File: src/rtl/lsu_config.svh
`ifndef LSU_CONFIG_SVH
`define LSU_CONFIG_SVH

// Data word width of the core and the SRAM
`define LSU_XLEN 32

// SRAM word-address width
`define LSU_AW 8

// Number of SRAM words
`define LSU_DEPTH (1 << `LSU_AW)

`endif

File: src/rtl/lsu_pkg.sv
package lsu_pkg;

  // I-type view of the word, used by loads
  typedef struct packed {
    logic [11:0] imm;
    logic [4:0]  rs1;
    logic [2:0]  funct3;
    logic [4:0]  rd;
    logic [6:0]  opcode;
  } load_t;

  // S-type view of the word, used by stores
  // Immediate is split around rs2/rs1/funct3
  typedef struct packed {
    logic [6:0] imm_hi;
    logic [4:0] rs2;
    logic [4:0] rs1;
    logic [2:0] funct3;
    logic [4:0] imm_lo;
    logic [6:0] opcode;
  } store_t;

  // One instruction word, decoded through either view
  typedef union packed {
    load_t  load;
    store_t store;
  } instr_u;

  // Access size, matches funct3[1:0] of the RV32 loads and stores
  typedef enum logic [1:0] {
    SIZE_B = 2'd0,
    SIZE_H = 2'd1,
    SIZE_W = 2'd2
  } size_e;

  // Major opcodes
  localparam logic [6:0] OPC_LOAD  = 7'b0000011;
  localparam logic [6:0] OPC_STORE = 7'b0100011;

endpackage

File: src/rtl/lsu_execute.sv
`timescale 1ns/1ps
`include "lsu_config.svh"

module lsu_execute (
  input  logic                   dec_valid,
  input  logic                   dec_is_store,
  input  lsu_pkg::size_e         dec_size,
  input  logic                   dec_unsigned,
  input  logic [4:0]             dec_rd,
  input  logic [`LSU_XLEN-1:0]   dec_addr,
  input  logic [`LSU_XLEN-1:0]   dec_store_data,
  output logic                   issue,
  output logic [`LSU_XLEN-1:0]   araddr,
  output logic                   arvalid,
  input  logic                   arready,
  output logic [`LSU_XLEN-1:0]   awaddr,
  output logic                   awvalid,
  output logic [`LSU_XLEN-1:0]   wdata,
  output logic [`LSU_XLEN/8-1:0] wstrb,
  output logic                   wvalid,
  output lsu_pkg::size_e         ld_size,
  output logic                   ld_unsigned,
  output logic [4:0]             ld_rd,
  output logic [1:0]             ld_offset
);

  logic [`LSU_XLEN-1:0] addr;
  logic [1:0]           offset;

  // Round down to natural alignment, no misaligned traps
  always_comb begin
    case (dec_size)
      lsu_pkg::SIZE_B: addr = dec_addr;
      lsu_pkg::SIZE_H: addr = {dec_addr[`LSU_XLEN-1:1], 1'b0};
      default:         addr = {dec_addr[`LSU_XLEN-1:2], 2'b00};
    endcase
  end

  assign offset = addr[1:0];

  // Byte lanes touched by the access
  always_comb begin
    case (dec_size)
      lsu_pkg::SIZE_B: wstrb = 4'b0001 << offset;
      lsu_pkg::SIZE_H: wstrb = 4'b0011 << offset;
      default:         wstrb = 4'b1111;
    endcase
  end

  // Replicate store data so every candidate lane carries it
  // Strobe then picks the lane that is written
  always_comb begin
    case (dec_size)
      lsu_pkg::SIZE_B: wdata = {4{dec_store_data[7:0]}};
      lsu_pkg::SIZE_H: wdata = {2{dec_store_data[15:0]}};
      default:         wdata = dec_store_data;
    endcase
  end

  assign araddr  = addr;
  assign awaddr  = addr;
  assign arvalid = dec_valid && !dec_is_store;
  assign awvalid = dec_valid && dec_is_store;
  assign wvalid  = dec_valid && dec_is_store;

  // Write side always accepts, so only loads can stall
  assign issue = dec_valid && (dec_is_store || arready);

  // Load attributes travel alongside the read request
  assign ld_size     = dec_size;
  assign ld_unsigned = dec_unsigned;
  assign ld_rd       = dec_rd;
  assign ld_offset   = offset;

endmodule

File: config.mk
export PLATFORM = sky130hd
export DESIGN_NAME = lsu_execute
export DESIGN_NICKNAME = d
export VERILOG_FILES = /design/src/rtl/lsu_pkg.sv /design/src/rtl/lsu_execute.sv
export VERILOG_INCLUDE_DIRS = /design/src /design/src/rtl
export SDC_FILE = /design/constraint.sdc
export NUM_CORES = 1
export LEC_CHECK = 0
export BUFFER_PORTS_ARGS = -buffer_cell sky130_fd_sc_hd__buf_2
export CAP_MARGIN = 0
export CORE_AREA = 4 4 71 73
export DETAILED_ROUTE_END_ITERATION = 8
export DIE_AREA = 0 0 75 77
export GPL_ROUTABILITY_DRIVEN = 0
export PLACE_DENSITY = 0.84
export SLEW_MARGIN = 5
export SYNTH_ARGS = -nofsm -noshare
export SYNTH_HDL_FRONTEND = slang
export SYNTH_SLANG_ARGS = --single-unit
File: constraint.sdc
create_clock -name vclk -period 2.8
set_clock_uncertainty 0.1 [all_clocks]
set_input_delay 0.56 -clock vclk [all_inputs]
set_output_delay 0.56 -clock vclk [all_outputs]
set_load 0.01 [all_outputs]
Yosys cells after proc, flatten, opt, wreduce, memory -nomap -nowiden
Cells that the tools add are included.

cells by class
  add/subtract/negate cells = 0
  multiply operators = 0
  div/mod/pow operators = 0
  magnitude comparators = 0
  eq/ne operators = 1
  shift operators = 2
  multiplexer cells = 3
  bitwise gates (word level) = 0
  reductions and logical operators = 6

operators by type and width
  operator               number
  $pmux W32 S2           1
  $pmux W4 S2            1
  $pmux W2 S2            1
  $shl A1 B2 Y4 const A  1
  $shl A2 B2 Y4 const A  1
  $logic_and A1 B1 Y1    3
  $eq A2 B1 Y1 const B   1
  $logic_not A2 Y1       1
  $logic_not A1 Y1       1
  $logic_or A1 B1 Y1     1

storage, ports and cells
  register bits = 0
  bits in latches = 0
  memory bits (writable) = 0
  memory bits (read-only) = 0
  bits of input ports = 75
  output and inout port bits = 114
  memories kept = 0

Logic depth before layout (Yosys ltp)
  depth in word-level cells = 4
  depth in mapped cells = 4
  depth with buffers taken out = 2

Least setup slack after synthesis
Ideal clock, no wire load.

  path type = in2out
  start = input port dec_size[1]
  end = output port awaddr[1]
  data arrival time = 1.224 ns
  required time = 2.140 ns
  path slack = 0.916 ns
  stages = 4
  path through = buf_6 > buf_6 > nor2_1 > buf_4

between the ends
  cells in the longest elaborated chain, start to end = 2
  elaborated cells on any way between the ends = 3
  those cells by class = eq/ne: 1; mux: 1; reduce/logical: 1

ends and longest elaborated chain
  what                                                     RTL line           source
  from (decl)                                              lsu_execute.sv:7   input lsu_pkg::size_e dec_size,
  $eq A2 B1 Y1 / $logic_not A2 Y1 (equally long branches)  lsu_execute.sv:32  case (dec_size)
  $pmux W2 S2 (*)                                          lsu_execute.sv:32
  to (decl)                                                lsu_execute.sv:16  output logic [`LSU_XLEN-1:0] awaddr,

Mark *: on every way between the ends. The rest lies on a longest branch, timed or not.

Worst setup path in the final report
  start = input port dec_size[1]
  end = output port wdata[13]

between the ends
  cells in the longest elaborated chain, start to end = 2
  elaborated cells on any way between the ends = 3
  those cells by class = eq/ne: 1; mux: 1; reduce/logical: 1

ends and longest elaborated chain
  what                                                     RTL line           source
  $eq A2 B1 Y1 / $logic_not A2 Y1 (equally long branches)  lsu_execute.sv:53  case (dec_size)
  $pmux W32 S2 (*)                                         lsu_execute.sv:53
  to (decl)                                                lsu_execute.sv:18  output logic [`LSU_XLEN-1:0] wdata,

Marks and branches as above.

==> load_flow_metrics.sql <==
INSERT INTO impl_metrics (metric_group, metric, value, unit) VALUES
('power', 'vdd_ir_drop_max', '44.9', 'µV'),
('clock_network', 'ctsResizeCount', '0', ''),
('min_path', 'hold_path.class', 'input port to primary output', ''),
('timing', 'timing.final.setup_violations', '0', ''),
('timing', 'layout_setup_ws', '0.620', 'ns'),
('yosys', 'synthCells', '138', ''),
('clock_network', 'post_cts.repair.setup_buffers', '0', ''),
('placed_design', 'placedInstanceArea', '931', 'µm²'),
('final_layout', 'register_area', '0', 'µm²'),
('timing', 'final-hold-violation-count', '0', ''),
('min_path', 'holdPathStages', '0', ''),
('die', 'pin_count', '189', ''),
('die', 'fp.dieArea', '5780', 'µm²'),
('global_routing', 'antenna_found_initial', '0', ''),
('die', 'chipWidth', '75', 'µm'),
('drt', 'drt-total-wl', '2.78', 'mm'),
('timing', 'setup_repair_after_global_routing_missed_its_margin', 'no', ''),
('placed_design', 'dp_hpwl', '2.32', 'mm'),
('placed_design', 'buffer_ports.inserted', '87', ''),
('yosys', 'yosys.area.top_type_share', '57.2', '%'),
('yosys', 'synth_area_leader_cell', 'buf_4', ''),
('yosys', 'yosys.cell_types.count', '16', ''),
('final_layout', 'antenna-diode-count', '0', ''),
('final_layout', 'final_cell_mix', 'buf_2 (87), mux2_2 (16), mux2i_1 (8), nand2_1 (8), o21ai_1 (8)', ''),
('yosys', 'yosys-top-cells-area', 'buf_4 (57%), mux2_2 (17%), mux2i_1 (7.5%)', ''),
('global_routing', 'grt_start_max_net_pins', '31', ''),
('final_layout', 'final_design_area_no_fill', '931', 'µm²'),
('global_routing', 'first_global_vias', '760', ''),
('timing', 'finalCritPeriodShare', '77.9', '%'),
('timing', 'finalCriticalPeriod', '2.18', 'ns'),
('drt', 'routed_wire_length_per_instance', '14.3', 'µm'),
('placed_design', 'pre_cts_ws', '0.604', 'ns'),
('die', 'die_y', '77', 'µm'),
('clock_network', 'cts-hold-fix-buffers', '0', ''),
('worst_setup_path', 'end_kind', 'primary output', ''),
('timing', 'drv_slew', '0', ''),
('final_layout', 'post-route-util', '21.4', '%'),
('die', 'placementRows', '24', ''),
('timing', 'timing.setup.tns', '0', 'ns'),
('timing', 'slew_headroom', '76.4', '%'),
('final_layout', 'layout.cells.most_common', 'buf_2', ''),
('yosys', 'synth_seq_area_share', '0', '%'),
('yosys', 'synth_nets', '213', ''),
('final_layout', 'clockBufferCount', '0', ''),
('drt', 'viasPerCell', '4.24', ''),
('timing', 'timing.fmax', '0.459', 'GHz'),
('drt', 'detailroute.via_count', '822', ''),
('die', 'floorplan.initialDensity', '24.4', '%'),
('worst_setup_path', 'worst-path-max-fanout', '9', ''),
('job', 'drv.max_cap_violation_count', '0', ''),
('global_routing', 'grt_pass1_wl', '3.76', 'mm'),
('final_layout', 'area.growth.synth_to_final', '-12.4', '%'),
('worst_setup_path', 'worst-endpoint-required', '2.14', 'ns'),
('drt', 'first_pass_iters', '3', ''),
('final_layout', 'final_net_count', '219', ''),
('drt', 'drt_iter0_markers', '3', ''),
('status', 'outcome', 'complete, no violations', ''),
('power', 'power-per-cell-area', '177', 'nW/µm²'),
('timing', 'worstMarginPinSlew', '0.353', 'ns'),
('global_routing', 'grt.overflow.total', '0', ''),
('drt', 'antenna_left', '0', ''),
('power', 'power_leakage', '0.000538', 'µW'),
('final_layout', 'final_layout_size_suffix_gt1_share', '74.6', '%'),
('yosys', 'post_synth.cell_area_avg', '7.70', 'µm²'),
('min_path', 'worstHoldEndpoint', 'araddr[30]', ''),
('worst_setup_path', 'worstSetupPathType', 'input port to primary output', ''),
('global_routing', 'global_route.usage.total', '8.16', '%'),
('final_layout', 'layout_sequential_cell_count', '0', ''),
('timing', 'fin_hold_ws', '1.02', 'ns'),
('worst_setup_path', 'kind_of_start_point_of_the_critical_path', 'input port', ''),
('yosys', 'synthesis.yosys.warnings', '0', ''),
('die', 'fp.coreArea', '4350', 'µm²'),
('yosys', 'synth.cell_area', '1060', 'µm²'),
('worst_setup_path', 'cp_data_arrival_time', '1.52', 'ns'),
('drt', 'remaining_drc_errors', '0', ''),
('min_path', 'timing.hold.worst.start', 'dec_addr[30]', '');
[how the worst max path moves through the flow]
stage | from | to | slack [ns] | cells after the start
2_1_floorplan | dec_size[1] | awaddr[1] | 0.92 | 4
3_3_place_gp | dec_size[1] | wdata[13] | 0.62 | 4
3_5_place_dp | dec_size[1] | wdata[13] | 0.60 | 4
4_1_cts | dec_size[1] | wdata[13] | 0.59 | 4
5_1_grt | dec_size[1] | wdata[21] | 0.57 | 4
6_report | dec_size[1] | wdata[13] | 0.62 | 4
[worst max-delay path, cell delays in order]
cell and delay, ns:
buf_2 0.12, nor2_4 0.31, mux2_2 0.39, buf_2 0.14
[routing by layer]
metal  track usage [%]  share of wire [%]  routed length, µm
met1              7.23                 31                860
met2              15.2                 48               1340
met3              3.27                 16                444
met4              3.91                4.7                131
met5                 0                  0                  0
[report_power, final]
group / internal, µW / total (µW) / switching (µW)
clock network: 0 / 0 / 0
logic: 81.7 / 165 / 83.1
registers: 0 / 0 / 0
total: 81.7 / 165 / 83.1
[layout make-up]
cell class | instances | area, µm²
Timing Repair Buffer | 89 | 450
Inverter | 1 | 3.75
Tap cell | 52 | 65.1
Multi-Input combinational cell | 52 | 412
Fill cell | 498 | 3420
[cell usage after synthesis]
cell type and n:
nor2_1 2, nor2_4 1, nand2_1 8, mux2_2 16
o21a_1 1, nor2b_1 1, mux2i_1 8, buf_2 1
a21o_1 2, o21ai_1 8, and2_1 2, nand2b_1 1
o21bai_1 2, buf_6 3, inv_1 1, buf_4 81
[cells by family after synthesis]
logic type	count (synthesis)	share of synthesized area, %
mux	24	24.5
buf+inv	86	61.2
simple gates	15	6.95
compound gates	13	7.30
[per-stage QoR]
stage	instances	power, µW
floorplan	138	196
global placement	194	165
detailed placement	194	168
CTS	194	169
global route	194	181
finish	194	165
Power figures use the tool's default switching activity.
