[config.mk]
export PLATFORM = sky130hd
export DESIGN_NAME = lsu_result
export DESIGN_NICKNAME = d
export VERILOG_FILES = /design/src/rtl/lsu_pkg.sv /design/src/rtl/lsu_result.sv
export VERILOG_INCLUDE_DIRS = /design/src /design/src/rtl
export SDC_FILE = /design/constraint.sdc
export NUM_CORES = 1
export LEC_CHECK = 0
export BUFFER_PORTS_ARGS = -buffer_cell sky130_fd_sc_hd__buf_2
export CORE_MARGIN = 5
export CORE_UTILIZATION = 50
export DETAILED_ROUTE_END_ITERATION = 10
export GPL_ROUTABILITY_DRIVEN = 1
export HOLD_SLACK_MARGIN = 0.03
export PLACE_DENSITY = 0.86
export SYNTH_ARGS = -nofsm -noshare
export SYNTH_HDL_FRONTEND = slang
export SYNTH_SLANG_ARGS = --single-unit
[constraint.sdc]
create_clock -name clk -period 2.79 [get_ports clk]
set_input_delay 0.4185 -clock clk [delete_from_list [all_inputs] [get_ports clk]]
set_output_delay 0.4185 -clock clk [all_outputs]
set_load 0.005 [all_outputs]
[src/rtl/lsu_config.svh]
`ifndef LSU_CONFIG_SVH
`define LSU_CONFIG_SVH

// Data word width of the core and the SRAM
`define LSU_XLEN 32

// SRAM word-address width
`define LSU_AW 8

// Number of SRAM words
`define LSU_DEPTH (1 << `LSU_AW)

`endif

[src/rtl/lsu_pkg.sv]
package lsu_pkg;

  // I-type view of the word, used by loads
  typedef struct packed {
    logic [11:0] imm;
    logic [4:0]  rs1;
    logic [2:0]  funct3;
    logic [4:0]  rd;
    logic [6:0]  opcode;
  } load_t;

  // S-type view of the word, used by stores
  // Immediate is split around rs2/rs1/funct3
  typedef struct packed {
    logic [6:0] imm_hi;
    logic [4:0] rs2;
    logic [4:0] rs1;
    logic [2:0] funct3;
    logic [4:0] imm_lo;
    logic [6:0] opcode;
  } store_t;

  // One instruction word, decoded through either view
  typedef union packed {
    load_t  load;
    store_t store;
  } instr_u;

  // Access size, matches funct3[1:0] of the RV32 loads and stores
  typedef enum logic [1:0] {
    SIZE_B = 2'd0,
    SIZE_H = 2'd1,
    SIZE_W = 2'd2
  } size_e;

  // Major opcodes
  localparam logic [6:0] OPC_LOAD  = 7'b0000011;
  localparam logic [6:0] OPC_STORE = 7'b0100011;

endpackage

[src/rtl/lsu_result.sv]
`timescale 1ns/1ps
`include "lsu_config.svh"

module lsu_result (
  input  logic                 clk,
  input  logic                 rst_n,
  input  logic [`LSU_XLEN-1:0] rdata,
  input  logic                 rvalid,
  output logic                 rready,
  input  lsu_pkg::size_e       ld_size,
  input  logic                 ld_unsigned,
  input  logic [4:0]           ld_rd,
  input  logic [1:0]           ld_offset,
  output logic                 result_valid,
  output logic [`LSU_XLEN-1:0] result_data,
  output logic [4:0]           result_rd,
  input  logic                 result_ready
);

  // Attribute copy taken when the SRAM starts holding a read
  // Execute moves on to the next operation meanwhile
  logic                 attr_held;
  lsu_pkg::size_e       held_size;
  logic                 held_unsigned;
  logic [4:0]           held_rd;
  logic [1:0]           held_offset;

  lsu_pkg::size_e       cur_size;
  logic                 cur_unsigned;
  logic [4:0]           cur_rd;
  logic [1:0]           cur_offset;
  logic [`LSU_XLEN-1:0] lane;
  logic [`LSU_XLEN-1:0] ext_data;

  assign cur_size     = attr_held ? held_size : ld_size;
  assign cur_unsigned = attr_held ? held_unsigned : ld_unsigned;
  assign cur_rd       = attr_held ? held_rd : ld_rd;
  assign cur_offset   = attr_held ? held_offset : ld_offset;

  // Same hold rule as the SRAM response register
  always_ff @(posedge clk) begin
    if (!rst_n) begin
      attr_held <= 1'b0;
    end else if (rvalid && !rready) begin
      attr_held <= 1'b1;
    end else if (rready) begin
      attr_held <= 1'b0;
    end
  end

  always_ff @(posedge clk) begin
    if (rvalid && !rready) begin
      held_size     <= cur_size;
      held_unsigned <= cur_unsigned;
      held_rd       <= cur_rd;
      held_offset   <= cur_offset;
    end
  end

  // Move the addressed lane down to bit 0
  assign lane = rdata >> {cur_offset, 3'b000};

  always_comb begin
    case (cur_size)
      lsu_pkg::SIZE_B: begin
        ext_data = {{(`LSU_XLEN-8){!cur_unsigned && lane[7]}}, lane[7:0]};
      end
      lsu_pkg::SIZE_H: begin
        ext_data = {{(`LSU_XLEN-16){!cur_unsigned && lane[15]}}, lane[15:0]};
      end
      default: ext_data = rdata;
    endcase
  end

  // Accept a new word whenever the output slot is empty or draining
  assign rready = !result_valid || result_ready;

  always_ff @(posedge clk) begin
    if (!rst_n) begin
      result_valid <= 1'b0;
    end else if (rvalid && rready) begin
      result_valid <= 1'b1;
      result_data  <= ext_data;
      result_rd    <= cur_rd;
    end else if (result_ready) begin
      result_valid <= 1'b0;
    end
  end

endmodule

* Word-level counts from Yosys, hierarchy flattened
Cells that the tools add are included.
Word-level totals: register bits after elaboration 49, latch bits 0, memory bits (writable) 0, ROM bits 0, bits of input ports 46, output and inout port bits 39, memories 0
Cells by class: add/sub/neg operators 0, multipliers 0, divide/modulo/power cells 0, order comparisons 0, equality and inequality tests 1, shift-type cells 1, multiplexer cells 9, bitwise operators 0, reduce and logical (&&, ||, !) cells 12
Operators by type and width (count):
- $pmux 32 s2 | 1
- $shr 32x5->16 | 1
- $mux 1 | 5
- $mux 5 | 1
- $logic_and 1x1->1 | 4
- $mux 2 | 2
- $reduce_bool 2->1 | 2
- $logic_not 1->1 | 3
- $eq 2x1->1 const B | 1
- $logic_not 2->1 | 1
- $reduce_and 2->1 | 1
- $logic_or 1x1->1 | 1

* Logic depth before layout (Yosys ltp)
Gate-level depths: netlist of run 1.
depth in word-level cells 5, mapped depth 8, mapped depth without buffers 6

* Worst setup path after synthesis of run 1
OpenSTA, ideal clock, no wires.
path type input -> register, start point input port result_ready, end point register result_data[0], enable pin, setup time 0.398 ns, arrival time 1.560 ns, data required time 2.392 ns, setup slack 0.833 ns, stages on the path 2, buffers on the path 0, cell sequence nand2b_1 and3_1
Between the ends: cells in the longest elaborated chain, start to end 3
Ends and longest elaborated chain:
- from (decl) | RTL line lsu_result.sv:17 | input logic result_ready
- $logic_or 1x1->1 | RTL line lsu_result.sv:76 | assign rready = !result_valid || result_ready;
- $logic_and 1x1->1 | RTL line lsu_result.sv:81 | end else if (rvalid && rready) begin
- $reduce_and 2->1 (no line)
- to (signal assigned) | RTL line lsu_result.sv:83 | result_data <= ext_data;
- to (decl) | RTL line lsu_result.sv:15 | output logic [`LSU_XLEN-1:0] result_data,
No other way between the ends. A chain may end at the register's enable or synchronous reset.

* Worst setup path after layout of run 1
start point register attr_held, end point register result_data[17] (data pin)
Between the ends: cells in the longest elaborated chain, start to end 4, elaborated cells on any way between the ends 10
Ends and longest elaborated chain:
- from (decl) | RTL line lsu_result.sv:22 | logic attr_held;
- from (signal assigned) | RTL line lsu_result.sv:43 | attr_held <= 1'b0;
- from (signal assigned) | RTL line lsu_result.sv:45 | attr_held <= 1'b1;
- from (signal assigned) | RTL line lsu_result.sv:47 | attr_held <= 1'b0;
- $mux 2 or $mux 1 (tied branches) | RTL line lsu_result.sv:38, lsu_result.sv:36
- $shr 32x5->16 or $logic_not 1->1 (tied branches) | RTL line lsu_result.sv:61, lsu_result.sv:66, lsu_result.sv:69
- $logic_and 1x1->1 (on tied branches) | RTL line lsu_result.sv:69, lsu_result.sv:66
- $pmux 32 s2 * | RTL line lsu_result.sv:64 | case (cur_size)
- via ext_data[17] | RTL line lsu_result.sv:33 | logic [`LSU_XLEN-1:0] ext_data;
The timed path passes the listed nets; every way through them passes the cells marked *.

==> run metrics, run 1 <==
run status completed; share of cells above drive strength 1 38.2%; routed vias/inst 5.37; Syn Nets 255; maxcap violations 0; Worst Path Required 2.95 ns; CTS Root Cell clkbuf_8; Hold Violations, Final 0; Hold Crit Class input pin to flip-flop; Slowest-stage cell, CP dfxtp_1; via count 1950; number of global-route vias before repair 1781; count leader, synth edfxtp_1; diode count 0; shortest period the worst path allows 2.20 ns; # port buffers 84; core area 4720 µm²; post-synth cell types 32; post-CTS setup buffer count 0; CP Class flip-flop to flip-flop; Power Total 1500 µW; Yosys top cell by area edfxtp_1; CTS tree built; RSZ-0062 raised after global routing no; post-synthesis sequential area ratio 59.5%; Max clock buf depth 2; Syn Inst Count 209; post-synth design cell area 2440 µm²; Setup TNS 0 ns; P_int 1130 µW; Clk pin slew, worst setup/hold paths 0.09 ns; drt pass-1 iters 4; Area growth syn-to-layout 23.2%; placed insts 355; total grt overflow 0; Main synth FF type edfxtp_1; # setup viols final 0; Worst path max stage delay 0.57 ns; Worst slew margin 46.0%; Detail Route Antenna Nets 0; Top Family by Delay on Critical Path flip-flops; die extent in x 79.9 µm; FF+latch count, synth 49; top-area cell type share of the netlist area 57.8%; pwr dens 501 nW/µm²; clk_lat worst skew 0.30 ns; EDFF count, synth 47; Fin Clk Skew 0.00484 ns; Final HPWL DP 4180 µm; Setup crit start kind flip-flop; slew of the pin with the lowest slew margin 0.810 ns; Synth top cells by count 47 x edfxtp_1, 33 x nor2_1, 28 x nand2_1; wirelength, routed 5650 µm; routed len/inst 15.6 µm; initial antenna violation count 0; Filler Cell Count 383; H-tree lvl count 2; fraction of registers with async set/reset 0%; largest net degree at the start of global routing 38; crit-path max FO 17; Max IR drop VDD 0.282 mV; Sinks on Clock Net 49; nets@finish 341; row count 25; starting density of the core 51.7%; clock network fraction of total power 26.8%; crit end category flip-flop; Total Die Area 6380 µm²; Final Non-Filler Cells 363; DIE HEIGHT 79.9 µm; Slew Viols, Final 0; crit path DAT 2.36 ns; Tcrit/Tclk final 79.0%; Leak 0.00129 µW; Final GP Congestion 0.848; GRT Overall Usage 18.1%; worst path bufs/invs 2; sequential share of power 57.2%; sw power 377 µW; DRT iter0 DRCs 149; top cells by area, synth edfxtp_1 58%, nor2_1 5.1%, nand2_1 4.3%; Num CTS Buffers 5; # hold bufs at CTS 0; fmax 454 MHz; IO Count 85; crit path cell chain mux2i_4, clkinv_1, buf_4, o2bb2ai_2, nand3b_4, nand3_1; synthesized area per cell 11.7 µm²; DRC 0; Sw Ratio 25.1%; PostCTS Resize Cnt 0; first-pass GRT wire length 8790 µm; yosys warns 0; Gate power share 16.0%
[area by class of cell]
type | instances | area (µm²) | share of cell area [%]
timing repair buffer | 88 | 450 | 15.0
inverter | 5 | 23.8 | 0.791
clock buffer | 5 | 68.8 | 2.29
multi-input combinational | 146 | 911 | 30.3
clock inverter | 3 | 17.5 | 0.583
tap | 67 | 83.8 | 2.79
sequential | 49 | 1450 | 48.3
[cell usage in the layout, fill, tap and decap left out, drive strengths merged]
cell type	netlist	routed
buf	7	88
edfxtp	47	47
nor2	34	34
nand2	28	28
nand3	18	18
mux2i	11	11
a21oi	9	9
o22ai	9	9
o2bb2ai	8	8
a22oi	7	7
mux2	6	6
nand2b	5	5
clkbuf	2	5
inv	4	4
clkinv	1	3
o21ai	2	2
o211ai	2	2
o21a	2	2
dfxtp	2	2
o32ai	1	1
a32oi	1	1
nand3b	1	1
and3	1	1
a21boi	1	1
clkinvlp	0	1
[metal layers]
metal / routed length, µm / part of all wire, % / global-route usage (%) / up-vias
li1: - / - / - / 948
met3: 449 / 7.9 / 3.39 / 11
met1: 2480 / 44 / 26.0 / 905
met2: 2600 / 46 / 27.0 / 86
met4: 119 / 2.1 / 7.09 / 0
met5: 0 / 0 / 0 / -
[state kept, by name (all words and copies together) (netlist names)]
register	count
result_data	32
held_rd	5
result_rd	5
held_offset	2
held_size	2
attr_held	1
held_unsigned	1
result_valid	1
[path summary, 6_finish.rpt]
check                                                  to                      start  cells past startpoint  slack, ns
worst max-delay path            result_data[17]$_DFFE_PP_     attr_held$_SDFFE_PN0P_                      6       0.59
worst min-delay path               attr_held$_SDFFE_PN0P_                      rst_n                      3       0.37
worst max register to register  result_data[17]$_DFFE_PP_     attr_held$_SDFFE_PN0P_                      6       0.59
worst min register to register     attr_held$_SDFFE_PN0P_  result_valid$_SDFFE_PN0P_                      2       0.56
[power groups by stage]
stage	registers (µW)	logic, µW	clock network (µW)
after floorplan	881	134	0
after global placement	877	234	0
after detailed placement	877	239	0
after CTS	861	241	411
after global routing	864	268	436
final	860	241	404
[worst min-delay path, delay by kind of cell]
kind / cells / cell delay (ns)
simple gates: 1 / 0.04
buf+inv: 1 / 0.11
compound gates: 1 / 0.06
[logic make-up (layout without fill, tap and decap cells)]
| logic type | after synthesis | after routing | share of synthesized area (%) |
|---|---|---|---|
| AO/OA/AOI/OAI | 42 | 42 | 12.4 |
| buffers and inverters | 14 | 101 | 3.23 |
| flip-flops | 49 | 49 | 59.5 |
| multiplexers | 17 | 17 | 8.82 |
| AND/OR/NAND/NOR | 87 | 87 | 16.1 |
[through the flow]
stage	cell area, µm²	util (%)	hold WS [ns]	setup WS (ns)
after floorplan	2440	-	0.537	0.833
after global placement	2920	61.8	0.530	0.678
after detailed placement	2920	61.8	0.550	0.642
after CTS	3010	63.7	0.363	0.596
after global routing	3010	63.7	0.374	0.406
final	3010	63.7	0.367	0.586
(Power assumes the default switching activity.)
==> run 2, diff against run 1 <==
==> constraint.sdc (replaced) <==
create_clock -name clk -period 2.2 [get_ports clk]
set_input_delay 0.33 -clock clk [delete_from_list [all_inputs] [get_ports clk]]
set_output_delay 0.33 -clock clk [all_outputs]
set_load 0.005 [all_outputs]
==> run metrics, run 2 (synthesis gave the netlist of run 1 again) <==
Top Family by Delay on Critical Path simple AND/OR/NAND/NOR gates (was flip-flops); nets@finish 347 (was 341); share of cells above drive strength 1 38.7% (was 38.2%); Setup crit start kind flip-flop (unchanged); DRC 0 (unchanged); crit end category flip-flop (unchanged); Slew Viols, Final 0 (unchanged); total grt overflow 0 (unchanged); PostCTS Resize Cnt 0 (unchanged); fmax 527 MHz (was 454 MHz); Top reg by flops result_data (unchanged); maxcap violations 0 (unchanged); post-CTS setup buffer count 0 (unchanged); Clk pin slew, worst setup/hold paths 0.09 ns (about the same); Final GP Congestion 0.876 (was 0.848); core area 4720 µm² (unchanged); Max clock buf depth 2 (unchanged); Worst slew margin 63.7% (was 46.0%); Max IR drop VDD 0.371 mV (was 0.282 mV); row count 25 (unchanged); CTS tree built (unchanged); shortest period the worst path allows 1.90 ns (was 2.20 ns); first-pass GRT wire length 8850 µm (was 8790 µm); worst slack, placed 0.322 ns (was 0.642 ns); Leak 0.00133 µW (was 0.00129 µW); wirelength, routed 5740 µm (was 5650 µm); # setup viols final 0 (unchanged); GRT Overall Usage 17.9% (was 18.1%); # port buffers 84 (unchanged); top flop regs result_data: 32 flops, held_rd: 5 flops, result_rd: 5 flops (unchanged); Worst path max stage delay 0.50 ns (was 0.57 ns); number of global-route vias before repair 1818 (was 1781); clk_lat worst skew 0.30 ns (about the same); crit path DAT 2.06 ns (was 2.36 ns); routed vias/inst 5.34 (was 5.37); pwr dens 656 nW/µm² (was 501 nW/µm²); via count 1970 (was 1950); initial antenna violation count 0 (unchanged); H-tree lvl count 2 (unchanged); worst path bufs/invs 1 (was 2); max reg flops 32 (unchanged); Sinks on Clock Net 49 (unchanged); Detail Route Antenna Nets 0 (unchanged); IO Count 85 (unchanged); Final HPWL DP 4340 µm (was 4180 µm); # hold bufs at CTS 0 (unchanged); Area growth syn-to-layout 26.4% (was 23.2%); Total Die Area 6380 µm² (unchanged); crit path cell chain buf_4, nand2_1, o22ai_2, nand3b_4, nand3_1 (was mux2i_4, clkinv_1, buf_4, o2bb2ai_2, nand3b_4, nand3_1); Tcrit/Tclk final 86.3% (was 79.0%); crit-path max FO 16 (was 17); RSZ-0062 raised after global routing no (unchanged); most common cell after layout, fill and taps aside buf_2 (unchanged); CP Class flip-flop to flip-flop (unchanged); starting density of the core 51.7% (unchanged); drt pass-1 iters 5 (was 4); FF-to-FF setup slack 0.30 ns (was 0.59 ns); DIE HEIGHT 79.9 µm (unchanged); Hold Crit Class input pin to flip-flop (unchanged); largest net degree at the start of global routing 27 (was 38); routed len/inst 15.5 µm (was 15.6 µm); Hold Violations, Final 0 (unchanged); Worst Path Required 2.36 ns (was 2.95 ns); PnR worst setup slack 0.302 ns (was 0.586 ns); Num CTS Buffers 5 (unchanged); DRT iter0 DRCs 219 (was 149); slew of the pin with the lowest slew margin 0.544 ns (was 0.810 ns); most frequent cells in the layout 84 x buf_2, 47 x edfxtp_1, 33 x nor2_1 (unchanged); diode count 0 (unchanged); CTS Root Cell clkbuf_8 (unchanged); Setup TNS 0 ns (unchanged); run status completed (unchanged); Fin Clk Skew 0.00665 ns (was 0.00484 ns); Slowest-stage cell, CP dfxtp_1 (unchanged); die extent in x 79.9 µm (unchanged)
-- run 2: per-stage QoR --
stage	cell area, µm²	power (µW)	cells	hold slack (ns)	utilization (%)
after floorplan	2440	1290	209	0.466	-
after global placement	2980	1420	361	0.542	63.0
after detailed placement	2980	1430	361	0.528	63.0
after CTS	3080	2030	369	0.279	65.3
after global routing	3080	2110	369	0.304	65.3
final	3080	2020	369	0.285	65.3
-- run 2: final cells by class --
cell class	instances	area (µm²)
clock buffer	6	72.6
clock inverter	2	33.8
fill	381	1640
inverter	5	23.8
multi-input combinational	146	911
sequential	49	1450
tap	67	83.8
timing repair buffer	94	508
-- run 2: final timing paths --
kind	cells past startpoint	endpoint	startpoint
max reg2reg	5	result_data[27]$_DFFE_PP_	attr_held$_SDFFE_PN0P_
min	3	attr_held$_SDFFE_PN0P_	rst_n
min reg2reg	2	attr_held$_SDFFE_PN0P_	result_valid$_SDFFE_PN0P_
max	5	result_data[27]$_DFFE_PP_	attr_held$_SDFFE_PN0P_
-- run 2: power by group --
| part | total [µW] | switching, µW | internal [µW] |
|---|---|---|---|
| registers | 1090 | 12.1 | 1080 |
| clock network | 616 | 280 | 336 |
| logic | 318 | 177 | 141 |
-- run 2: worst register-to-register path, stage by stage (launching register included) --
cell      delay [ns]
dfxtp_1         0.50
buf_4           0.26
nand2_1         0.10
o22ai_2         0.46
nand3b_4        0.28
nand3_1         0.17
-- run 2: routing by layer --
metal | track usage, % | wire (µm) | share of wire (%) | up-vias
li1 | - | - | - | 960
met1 | 23.9 | 2460 | 43 | 913
met2 | 29.8 | 2790 | 49 | 92
met3 | 3.05 | 428 | 7.5 | 5
met4 | 5.57 | 61 | 1.1 | 0
met5 | 0 | 0 | 0 | -
