==> src/rtl/lsu_config.svh <==
`ifndef LSU_CONFIG_SVH
`define LSU_CONFIG_SVH

// Data word width of the core and the SRAM
`define LSU_XLEN 32

// SRAM word-address width
`define LSU_AW 8

// Number of SRAM words
`define LSU_DEPTH (1 << `LSU_AW)

`endif

==> src/rtl/lsu_pkg.sv <==
package lsu_pkg;

  // I-type view of the word, used by loads
  typedef struct packed {
    logic [11:0] imm;
    logic [4:0]  rs1;
    logic [2:0]  funct3;
    logic [4:0]  rd;
    logic [6:0]  opcode;
  } load_t;

  // S-type view of the word, used by stores
  // Immediate is split around rs2/rs1/funct3
  typedef struct packed {
    logic [6:0] imm_hi;
    logic [4:0] rs2;
    logic [4:0] rs1;
    logic [2:0] funct3;
    logic [4:0] imm_lo;
    logic [6:0] opcode;
  } store_t;

  // One instruction word, decoded through either view
  typedef union packed {
    load_t  load;
    store_t store;
  } instr_u;

  // Access size, matches funct3[1:0] of the RV32 loads and stores
  typedef enum logic [1:0] {
    SIZE_B = 2'd0,
    SIZE_H = 2'd1,
    SIZE_W = 2'd2
  } size_e;

  // Major opcodes
  localparam logic [6:0] OPC_LOAD  = 7'b0000011;
  localparam logic [6:0] OPC_STORE = 7'b0100011;

endpackage

==> src/rtl/lsu_decode.sv <==
`timescale 1ns/1ps
`include "lsu_config.svh"

module lsu_decode (
  input  logic                 clk,
  input  logic                 rst_n,
  input  logic                 instr_valid,
  output logic                 instr_ready,
  input  lsu_pkg::instr_u      instr,
  input  logic [`LSU_XLEN-1:0] rs1_val,
  input  logic [`LSU_XLEN-1:0] rs2_val,
  input  logic                 issue,
  output logic                 dec_valid,
  output logic                 dec_is_store,
  output lsu_pkg::size_e       dec_size,
  output logic                 dec_unsigned,
  output logic [4:0]           dec_rd,
  output logic [`LSU_XLEN-1:0] dec_addr,
  output logic [`LSU_XLEN-1:0] dec_store_data,
  output logic                 illegal
);

  logic                 is_load;
  logic                 is_store;
  logic                 legal;
  logic                 accept;
  logic [2:0]           funct3;
  logic [`LSU_XLEN-1:0] imm;
  lsu_pkg::size_e       size;

  // Opcode sits in the same bits of both views
  assign is_load  = (instr.load.opcode == lsu_pkg::OPC_LOAD);
  assign is_store = (instr.store.opcode == lsu_pkg::OPC_STORE);
  assign funct3   = instr.load.funct3;

  // LB LH LW LBU LHU for loads, SB SH SW for stores
  always_comb begin
    legal = 1'b0;
    if (is_load) begin
      legal = (funct3 != 3'b011) && (funct3 != 3'b110) && (funct3 != 3'b111);
    end else if (is_store) begin
      legal = !funct3[2] && (funct3[1:0] != 2'b11);
    end
  end

  // Immediate from whichever view the opcode selects, sign-extended
  always_comb begin
    if (is_store) begin
      imm = {{(`LSU_XLEN-12){instr.store.imm_hi[6]}}, instr.store.imm_hi,
             instr.store.imm_lo};
    end else begin
      imm = {{(`LSU_XLEN-12){instr.load.imm[11]}}, instr.load.imm};
    end
  end

  always_comb begin
    case (funct3[1:0])
      2'b00:   size = lsu_pkg::SIZE_B;
      2'b01:   size = lsu_pkg::SIZE_H;
      default: size = lsu_pkg::SIZE_W;
    endcase
  end

  // Register frees up in the cycle its operation issues
  assign instr_ready = !dec_valid || issue;
  assign accept      = instr_valid && instr_ready;

  always_ff @(posedge clk) begin
    if (!rst_n) begin
      dec_valid <= 1'b0;
      illegal   <= 1'b0;
    end else begin
      // Dropped word pulses illegal for one cycle
      illegal <= accept && !legal;
      if (accept && legal) begin
        dec_valid      <= 1'b1;
        dec_is_store   <= is_store;
        dec_size       <= size;
        dec_unsigned   <= funct3[2];
        dec_rd         <= instr.load.rd;
        dec_addr       <= rs1_val + imm;
        dec_store_data <= rs2_val;
      end else if (issue) begin
        dec_valid <= 1'b0;
      end
    end
  end

endmodule

==> config.mk <==
export PLATFORM = sky130hd
export DESIGN_NAME = lsu_decode
export DESIGN_NICKNAME = d
export VERILOG_FILES = /design/src/rtl/lsu_pkg.sv /design/src/rtl/lsu_decode.sv
export VERILOG_INCLUDE_DIRS = /design/src /design/src/rtl
export SDC_FILE = /design/constraint.sdc
export NUM_CORES = 1
export LEC_CHECK = 0
export BUFFER_PORTS_ARGS = -buffer_cell sky130_fd_sc_hd__clkbuf_2
export CELL_PAD_IN_SITES_DETAIL_PLACEMENT = 1
export CELL_PAD_IN_SITES_GLOBAL_PLACEMENT = 2
export CORE_UTILIZATION = 29
export DETAILED_ROUTE_END_ITERATION = 8
export MAX_ROUTING_LAYER = met4
export PLACE_DENSITY_LB_ADDON = 0.2
export REMOVE_ABC_BUFFERS = 1
export SYNTH_ARGS = -nofsm -noshare
export SYNTH_HDL_FRONTEND = slang
export SYNTH_SLANG_ARGS = --single-unit
==> constraint.sdc <==
create_clock -name clk -period 5.68 [get_ports clk]
set_clock_uncertainty 0.15 [all_clocks]
set_input_delay 0.852 -clock clk [delete_from_list [all_inputs] [get_ports clk]]
set_output_delay 0.852 -clock clk [all_outputs]
set_load 0.01 [all_outputs]
Yosys cells after proc, flatten, opt, wreduce, memory -nomap -nowiden
Cells that the tools add are included.
{ "word_totals": {"reg_bits": 75, "inputBits": 100, "output_inout_bits": 76, "word_cells": 35} }
{ "op_classes": {"n_addsub": 1, "eq_ne": 7, "n_mux": 6, "n_reduce_logical": 13} }
{ "op_table": {"columns": ["cell", "count"], "rows": [
  ["$add 32x32->32", 1],
  ["$eq 7x2->1 const B", 1],
  ["$eq 7x6->1 const B", 1],
  ["$logic_and 1x1->1", 6],
  ["$ne 3x3->1 const B", 2],
  ["$mux 5", 1],
  ["$mux 1", 4],
  ["$pmux 2 s2", 1],
  ["$logic_not 1->1", 3],
  ["$ne 3x2->1 const B", 1],
  ["$eq 2x1->1 const B", 1],
  ["$logic_not 2->1", 1],
  ["$ne 2x2->1 const B", 1],
  ["$reduce_and 2->1", 1],
  ["$reduce_bool 2->1", 1],
  ["$logic_or 1x1->1", 1]
]} }

Depth between registers and ports, before layout
Gate-level depths: netlist (run 1).
{ "logic_depth": {"depth_word": 6, "mapped_depth": 16, "depth_no_buf": 16} }

Worst setup path before layout (run 1)
Ideal clock, no wire load.
{ "synth_timing": {"path_type": "input port to flip-flop", "from": "input instr[3] (netlist name)", "to": "register dec_addr[0], enable pin", "setup_ps": 504, "arrival_ps": 4452, "required_ps": 5026, "path_slack_ps": 574, "stages": 4, "path_buffers": 0, "path_cell_list": "nor4_1 and3_1 o21ai_0 nor2_1"} }
{ "synth_between": {"elab_chain_len": 5, "word_cells_on_any_way": 6, "cone_classes": "2 x eq/ne; 2 x mux; 2 x reduce/logical"} }
{ "synth_rtl": {"columns": ["element", "line_no", "text"], "rows": [
  ["start, declared", "lsu_decode.sv:9", "input lsu_pkg::instr_u instr,"],
  ["$eq 7x6->1", "lsu_decode.sv:33", "assign is_store = (instr.store.opcode == lsu_pkg::OPC_STORE);"],
  ["$mux 1", "lsu_decode.sv:41", "end else if (is_store) begin"],
  ["$mux 1 *", "lsu_decode.sv:39", "if (is_load) begin"],
  ["$logic_and 1x1->1 *", "lsu_decode.sv:75", "if (accept && legal) begin"],
  ["$reduce_and 2->1 (no line) *", null, null],
  ["end signal, assigned", "lsu_decode.sv:81", "dec_addr <= rs1_val + imm;"],
  ["end, declared", "lsu_decode.sv:18", "output logic [`LSU_XLEN-1:0] dec_addr,"]
]} }
Every way passes the cells marked *; elsewhere a longest branch is shown, timed or not.
A chain may end at the register's enable or synchronous reset.

Final worst setup path (run 1)
{ "layout_timing": {"from": "input instr[3] (netlist name)", "to": "register dec_addr[30] (data pin)"} }
{ "layout_between": {"elab_chain_len": 3} }
{ "layout_rtl": {"columns": ["element", "line_no", "text"], "rows": [
  ["$eq 7x6->1", "lsu_decode.sv:33", null],
  ["named net is_store", "lsu_decode.sv:24", "logic is_store;"],
  ["$mux 5", "lsu_decode.sv:48", "if (is_store) begin"],
  ["$add 32x32->32", "lsu_decode.sv:81", null]
]} }
The timed path passes the listed nets, and every way through them passes these cells.

==> impl_metrics.json, run 1 <==
{
  "outcome": "finished clean",
  "rsz0062_at_grt": "false",
  "cts_setup_buffers": 0,
  "final_period_minus_worst_setup_slack_ns": 4.25,
  "cts_hold_buf": 0,
  "routedWlPerCell_um": 16.1,
  "power-per-cell-area_nw_per_um2": 275,
  "die-area_um2": 14700,
  "detailroute.via_count": 3341,
  "place.gp.congestion": 0.800,
  "timing.slew.headroom_pct": 45.4,
  "seq_area_frac_synth_pct": 54.0,
  "antenna_left": 0,
  "global_route.overflow_total": 0,
  "clock_tree_from_tritoncts": "yes",
  "fmaxAchievable_mhz": 235,
  "synth_async_sr_flop_share_pct": 0,
  "worst_hold_slack_ns": 0.546,
  "post_synth_inst_count": 356,
  "dp_hpwl_um": 9400,
  "drt_pass1_iterations": 4,
  "worst_ep_required_time_ns": 5.60,
  "clkSlewWorstSetupHoldPaths_ns": 0.06,
  "drc": 0,
  "timing.critical_path.arrival_ns": 4.17,
  "total_leakage_power_nw": 2.41,
  "setup.worst_path.start_class": "input pin",
  "io_buffer_count": 170,
  "die-height_um": 121,
  "ys_warn_count": 0,
  "final_nets": 655,
  "num_rows": 43,
  "min_path_type": "in -> reg",
  "areaGrowthSynthToFinish_pct": 33.4,
  "worst_path_dominant_cell_family": "simple AND/OR/NAND/NOR gates",
  "yosys_register_bits": 75,
  "worstSetupPathType": "in -> reg",
  "cts_made_buffers": 9,
  "cts-htree-levels": 3,
  "post_synth_main_area_contributors": "sky130_fd_sc_hd__edfxtp_1 (53%), sky130_fd_sc_hd__ha_1 (9.4%), sky130_fd_sc_hd__xnor2_1 (4.0%)",
  "ios": 176,
  "worst-slew-pin-transition_ns": 0.818,
  "final_core_utilization_pct": 39.7,
  "grt_first_pass_wirelength_um": 17900,
  "timing.setup.tns_ns": 0,
  "final-hold-violation-count": 0,
  "yosys_top_cell_by_area": "sky130_fd_sc_hd__edfxtp_1",
  "critical_path_cell_sequence": "clkbuf_2 -> nor4_1 -> and3_1 -> nand2_1 -> inv_1 -> nand2_1 -> nand2_1 -> ha_1 -> inv_1 -> fa_1 -> and2b_1 -> o2111ai_1 -> a21boi_2 -> a211o_4 -> a21oi_2 -> o31ai_1 -> xor2_1",
  "critical_path.most_common_cell": "sky130_fd_sc_hd__nand2_1",
  "syn_area_per_cell_um2": 11.6,
  "fillerInstances": 1595,
  "cts_resized": 0,
  "clock_tree.root_cell": "sky130_fd_sc_hd__clkbuf_16",
  "synth_cell_type_count": 49,
  "groute.usage.overall_pct": 16.3,
  "timing.final.crit_share_pct": 74.8,
  "starting_density_of_the_core_pct": 29.8,
  "drv_slew": 0,
  "grt_pass1_vias": 3513,
  "timing.critical_path.to_type": "flop",
  "route.final.wire_length_um": 11400,
  "antenna_found_initial": 0,
  "core_ar_um2": 13900,
  "layout-drive-gt1-share_pct": 37.9,
  "critPathBufInv": 3,
  "dieWidth_um": 121,
  "final_cell_mix": "sky130_fd_sc_hd__clkbuf_2 (170), sky130_fd_sc_hd__edfxtp_1 (73), sky130_fd_sc_hd__nand2_1 (36)",
  "final_common_cell": "sky130_fd_sc_hd__clkbuf_2",
  "dominantRegCellSynth": "sky130_fd_sc_hd__edfxtp_1",
  "post_synth_instance_area_um2": 4130,
  "viasPerCell": 4.72,
  "grt_start_max_net_pins": 46,
  "cpMaxStageDelayCell": "sky130_fd_sc_hd__nor4_1",
  "drt_first_iter_violations": 121,
  "latest_clock_arrival_within_the_worst_skew_pair_ns": 0.33,
  "setup_viol": 0,
  "ir_drop_mv": 0.122,
  "cap_violations": 0,
  "timing.critical_path.fanout_max": 6,
  "crit_path_max_incr_delay_ns": 0.41,
  "post_synth_edffs": 73,
  "cts.path.max_buffers": 2,
  "antenna_cells_inserted": 0,
  "cts.sinks": 75,
  "synth.top_cell.area_share_pct": 53.0
}
## per-layer routing
layer / part of all wire, % / global-route usage, % / vias up / wire, um
li1: - / - / 1661 / -
met1: 42 / 18.9 / 1563 / 4820
met2: 50 / 28.0 / 103 / 5710
met3: 5.9 / 2.40 / 14 / 668
met4: 1.9 / 6.71 / 0 / 216
met5: 0 / - / - / 0
## logic make-up after synthesis
logic type	synth area share, %
xor gates and xnor gates	6.36
DFF	54.0
and+or+nand+nor	11.1
AOI/OAI and AO/OA	16.0
buffers and inverters	2.69
adders and majority gates	9.87
## layout make-up
cell class / instances / area [um2] / area share (%)
repair buffers: 171 / 871 / 15.8
clock buffers: 10 / 239 / 4.33
well taps: 180 / 225 / 4.09
inverters: 14 / 52.6 / 0.953
clock inverters: 6 / 96.3 / 1.75
flip-flops and latches: 75 / 2230 / 40.5
multi-input cells: 252 / 1800 / 32.6
## stage by stage
stage | instance area, um2 | instances | total power [mW] | worst slack [ns]
2_1_floorplan | 4070 | 341 | 0.812 | 0.574
3_3_place_gp | 5180 | 692 | 0.896 | 1.05
3_5_place_dp | 5180 | 692 | 0.901 | 0.969
4_1_cts | 5510 | 708 | 1.54 | 1.31
5_1_grt | 5510 | 708 | 1.58 | 1.09
6_report | 5510 | 708 | 1.52 | 1.43
## report_power, final
| part | leakage [nW] | switching [mW] | internal [mW] | total [mW] |
|---|---|---|---|---|
| combinational | 1.58 | 0.147 | 0.117 | 0.264 |
| sequential | 0.670 | 0.000548 | 0.621 | 0.621 |
| clock | 0.161 | 0.228 | 0.402 | 0.630 |
| total | 2.41 | 0.376 | 1.14 | 1.52 |
## Yosys cell counts (2+ instances only)
cell	instances
sky130_fd_sc_hd__and3_1	2
sky130_fd_sc_hd__a21oi_1	22
sky130_fd_sc_hd__o21bai_1	4
sky130_fd_sc_hd__o21ai_1	3
sky130_fd_sc_hd__xnor2_1	19
sky130_fd_sc_hd__nor2_1	20
sky130_fd_sc_hd__a211oi_1	2
sky130_fd_sc_hd__nand4_1	8
sky130_fd_sc_hd__o21ai_0	15
sky130_fd_sc_hd__buf_2	2
sky130_fd_sc_hd__a221oi_1	2
sky130_fd_sc_hd__inv_1	14
sky130_fd_sc_hd__nand2b_1	4
sky130_fd_sc_hd__ha_1	31
sky130_fd_sc_hd__and2_1	2
sky130_fd_sc_hd__edfxtp_1	73
sky130_fd_sc_hd__xor2_1	11
sky130_fd_sc_hd__o211ai_1	2
sky130_fd_sc_hd__nand2_1	36
sky130_fd_sc_hd__a21o_1	16
sky130_fd_sc_hd__nor3_1	5
sky130_fd_sc_hd__o2111ai_1	2
sky130_fd_sc_hd__a31o_2	2
sky130_fd_sc_hd__nor2b_1	5
sky130_fd_sc_hd__nand3_1	9
sky130_fd_sc_hd__a211oi_2	2
sky130_fd_sc_hd__dfxtp_1	2
sky130_fd_sc_hd__clkbuf_1	13
sky130_fd_sc_hd__a31oi_1	5
sky130_fd_sc_hd__o21a_1	4
## registers in the layout (all words and copies together), names as in the netlist
name            cells
dec_valid           1
dec_size            2
dec_is_store        1
dec_store_data     32
dec_addr           32
illegal             1
dec_unsigned        1
dec_rd              5
## worst reg2reg max path, stage by stage, from the launching register on
cell                       delay, ns
sky130_fd_sc_hd__dfxtp_1        0.32
sky130_fd_sc_hd__nand2b_1       0.13
sky130_fd_sc_hd__nand3_1        0.16
sky130_fd_sc_hd__nor2_4         0.66
sky130_fd_sc_hd__buf_12         0.33
## path summary, 6_finish.rpt
path	startpoint	endpoint	slack, ns	cells after the start
max	instr[3]	dec_addr[30]	1.43	17
min	rs2_val[15]	dec_store_data[15]	0.55	1
max reg2reg	dec_valid	dec_addr[10]	3.57	4
min reg2reg	dec_valid	dec_valid	0.56	3
(Power assumes the default switching activity.)
==> run 2: changes to the inputs <==
==> constraint.sdc (replaced) <==
create_clock -name clk -period 4.2 [get_ports clk]
set_clock_uncertainty 0.15 [all_clocks]
set_input_delay 0.63 -clock clk [delete_from_list [all_inputs] [get_ports clk]]
set_output_delay 0.63 -clock clk [all_outputs]
set_load 0.01 [all_outputs]
==> run 2 against run 1 <==
Compared with the run above:
- worst setup slack worse by 1.1 ns
- count of clock-buffer cells in the layout is 1 lower
- sequential power is 35% higher
- cell area is 0.27% higher
- sequential share of layout area is 0.11 points lower
- global-route usage is 0.44 points lower
- critical path depth is 1 higher
- clock power is 31% higher
- critical path type unchanged
- largest power group is now sequential cells
==> impl_metrics.json, run 2 (synthesis results as in run 1) <==
{
  "outcome": "finished clean",
  "cts_setup_buffers": 0,
  "worst-slew-pin-transition_ns": 0.559,
  "io_buffer_count": 170,
  "cts_resized": 0,
  "critical_path.reg2reg.endpoint": "dec_is_store",
  "worstHoldStart": "rs2_val[7]",
  "drt_first_iter_violations": 124,
  "drc": 0,
  "groute.usage.overall_pct": 15.8,
  "worstSetupPathType": "in -> reg",
  "cts.sinks": 75,
  "dieWidth_um": 121,
  "cts.path.max_buffers": 2,
  "timing.final.crit_share_pct": 91.6,
  "grt_start_max_net_pins": 38,
  "min_path_type": "in -> reg",
  "starting_density_of_the_core_pct": 29.8,
  "routedWlPerCell_um": 15.8,
  "net-switching-power_uw": 502,
  "timing.setup.tns_ns": 0,
  "placement.setup.worst_slack_ns": -0.0447,
  "fmaxAchievable_mhz": 260,
  "areaGrowthSynthToFinish_pct": 33.8,
  "dp_hpwl_um": 9370,
  "final_core_utilization_pct": 39.8,
  "final-hold-violation-count": 0,
  "cts_hold_buf": 0,
  "ios": 176,
  "rsz0062_at_grt": "false",
  "worst_ep_required_time_ns": 4.11,
  "ff2ff_setup_slack_ns": 2.56,
  "clkPwrFrac_pct": 40.8,
  "drv_slew": 0,
  "critical_path_cell_sequence": "clkbuf_2 -> nor4_1 -> buf_4 -> and3_1 -> nand2_1 -> inv_1 -> nand2_1 -> nand2_1 -> ha_1 -> inv_1 -> fa_1 -> and2b_1 -> o2111ai_1 -> a21boi_2 -> a211o_4 -> a21oi_2 -> o31ai_1 -> xor2_1",
  "layout.cells.non_filler": 713,
  "worst_hold_slack_ns": 0.323,
  "clock_tree_from_tritoncts": "yes",
  "grt_first_pass_wirelength_um": 17400,
  "design_area_um2": 5530,
  "place.gp.congestion": 0.816,
  "placed_cells": 697,
  "crit_path_max_incr_delay_ns": 0.40,
  "die-height_um": 121,
  "cap_violations": 0,
  "power.switching_fraction_pct": 24.8,
  "antenna_left": 0,
  "setup.worst_path.start_class": "input pin",
  "post-layout-total-power_mw": 2.03,
  "final_period_minus_worst_setup_slack_ns": 3.85,
  "final_nets": 660,
  "finalWorstSetupSlack_ns": 0.351,
  "power.share.combinational_pct": 17.7,
  "total_leakage_power_nw": 2.43,
  "antenna_cells_inserted": 0,
  "drt_pass1_iterations": 4,
  "latest_clock_arrival_within_the_worst_skew_pair_ns": 0.33,
  "clock_tree.root_cell": "sky130_fd_sc_hd__clkbuf_16",
  "grt_pass1_vias": 3387,
  "worstReg2RegStart": "dec_valid",
  "power_share_of_the_sequential_group_pct": 41.5,
  "int_power_mw": 1.53,
  "ir_drop_mv": 0.169,
  "route.final.wire_length_um": 11200,
  "core_ar_um2": 13900,
  "viasPerCell": 4.70,
  "power-per-cell-area_nw_per_um2": 367,
  "cts_made_buffers": 9,
  "final_common_cell": "sky130_fd_sc_hd__clkbuf_2",
  "die-area_um2": 14700,
  "rr_worst_depth": 4,
  "clkSlewWorstSetupHoldPaths_ns": 0.06,
  "cpMaxStageDelayCell": "sky130_fd_sc_hd__fa_1",
  "timing.critical_path.to_type": "flop",
  "cts-htree-levels": 3,
  "timing.slew.headroom_pct": 62.2,
  "final_cell_mix": "sky130_fd_sc_hd__clkbuf_2 (170), sky130_fd_sc_hd__edfxtp_1 (73), sky130_fd_sc_hd__nand2_1 (36)",
  "detailroute.via_count": 3351,
  "timing.critical_path.arrival_ns": 3.76,
  "antenna_found_initial": 0,
  "biggest_regs": "dec_addr: 32 flops, dec_store_data: 32 flops, dec_rd: 5 flops",
  "num_rows": 43,
  "layout-drive-gt1-share_pct": 38.3,
  "critPathCapture": "dec_addr[30]",
  "critical_path.most_common_cell": "sky130_fd_sc_hd__nand2_1",
  "timing.critical_path.fanout_max": 5,
  "placement.cell_area_um2": 5200,
  "global_route.overflow_total": 0,
  "setup_viol": 0,
  "critical_path_source": "instr[3]"
}
==> run 2: cell types whose count changed in the layout (fill, tap and decap cells not counted) <==
cell and delta:
sky130_fd_sc_hd__clkinv_1 +1, sky130_fd_sc_hd__buf_4 +6, sky130_fd_sc_hd__clkbuf_8 -1, sky130_fd_sc_hd__buf_12 -1
==> run 2: worst max-delay path, delay by kind of cell <==
kind / cells / cell delay, ns
AOI/OAI and AO/OA: 5 / 1.05
xor gates and xnor gates: 1 / 0.12
buffers and inverters: 4 / 0.45
and+or+nand+nor: 6 / 0.94
adders and majority gates: 2 / 0.57
==> run 2: routing by layer <==
metal  vias up  track usage [%]  share of wire [%]
li1       1670                -                  -
met1      1562             18.1                 42
met2       108             27.2                 50
met3        11             3.52                6.3
met4         0             5.56                1.4
met5         -                -                  0
==> run 2: cell type report <==
type	instances	area, um2
clock buffer	9	225
clock inverter	7	100
fill	1594	8350
inverter	14	52.6
multi-input combinational	252	1800
sequential	75	2230
tap	180	225
timing repair buffer	176	896
==> run 2: power by group through the flow <==
stage / combinational, mW / sequential, mW / clock [mW]
floorplan: 0.241 / 0.858 / 0
global route: 0.404 / 0.840 / 0.882
global placement: 0.358 / 0.856 / 0
CTS: 0.364 / 0.840 / 0.856
detailed placement: 0.362 / 0.856 / 0
finish: 0.359 / 0.840 / 0.828
==> run 2: worst min-delay path by stage <==
stage               depth (start not counted)            endpoint
CTS                                         1  dec_store_data[20]
global placement                            3           dec_valid
floorplan                                   3             illegal
global route                                1  dec_store_data[15]
finish                                      1   dec_store_data[7]
detailed placement                          3           dec_valid
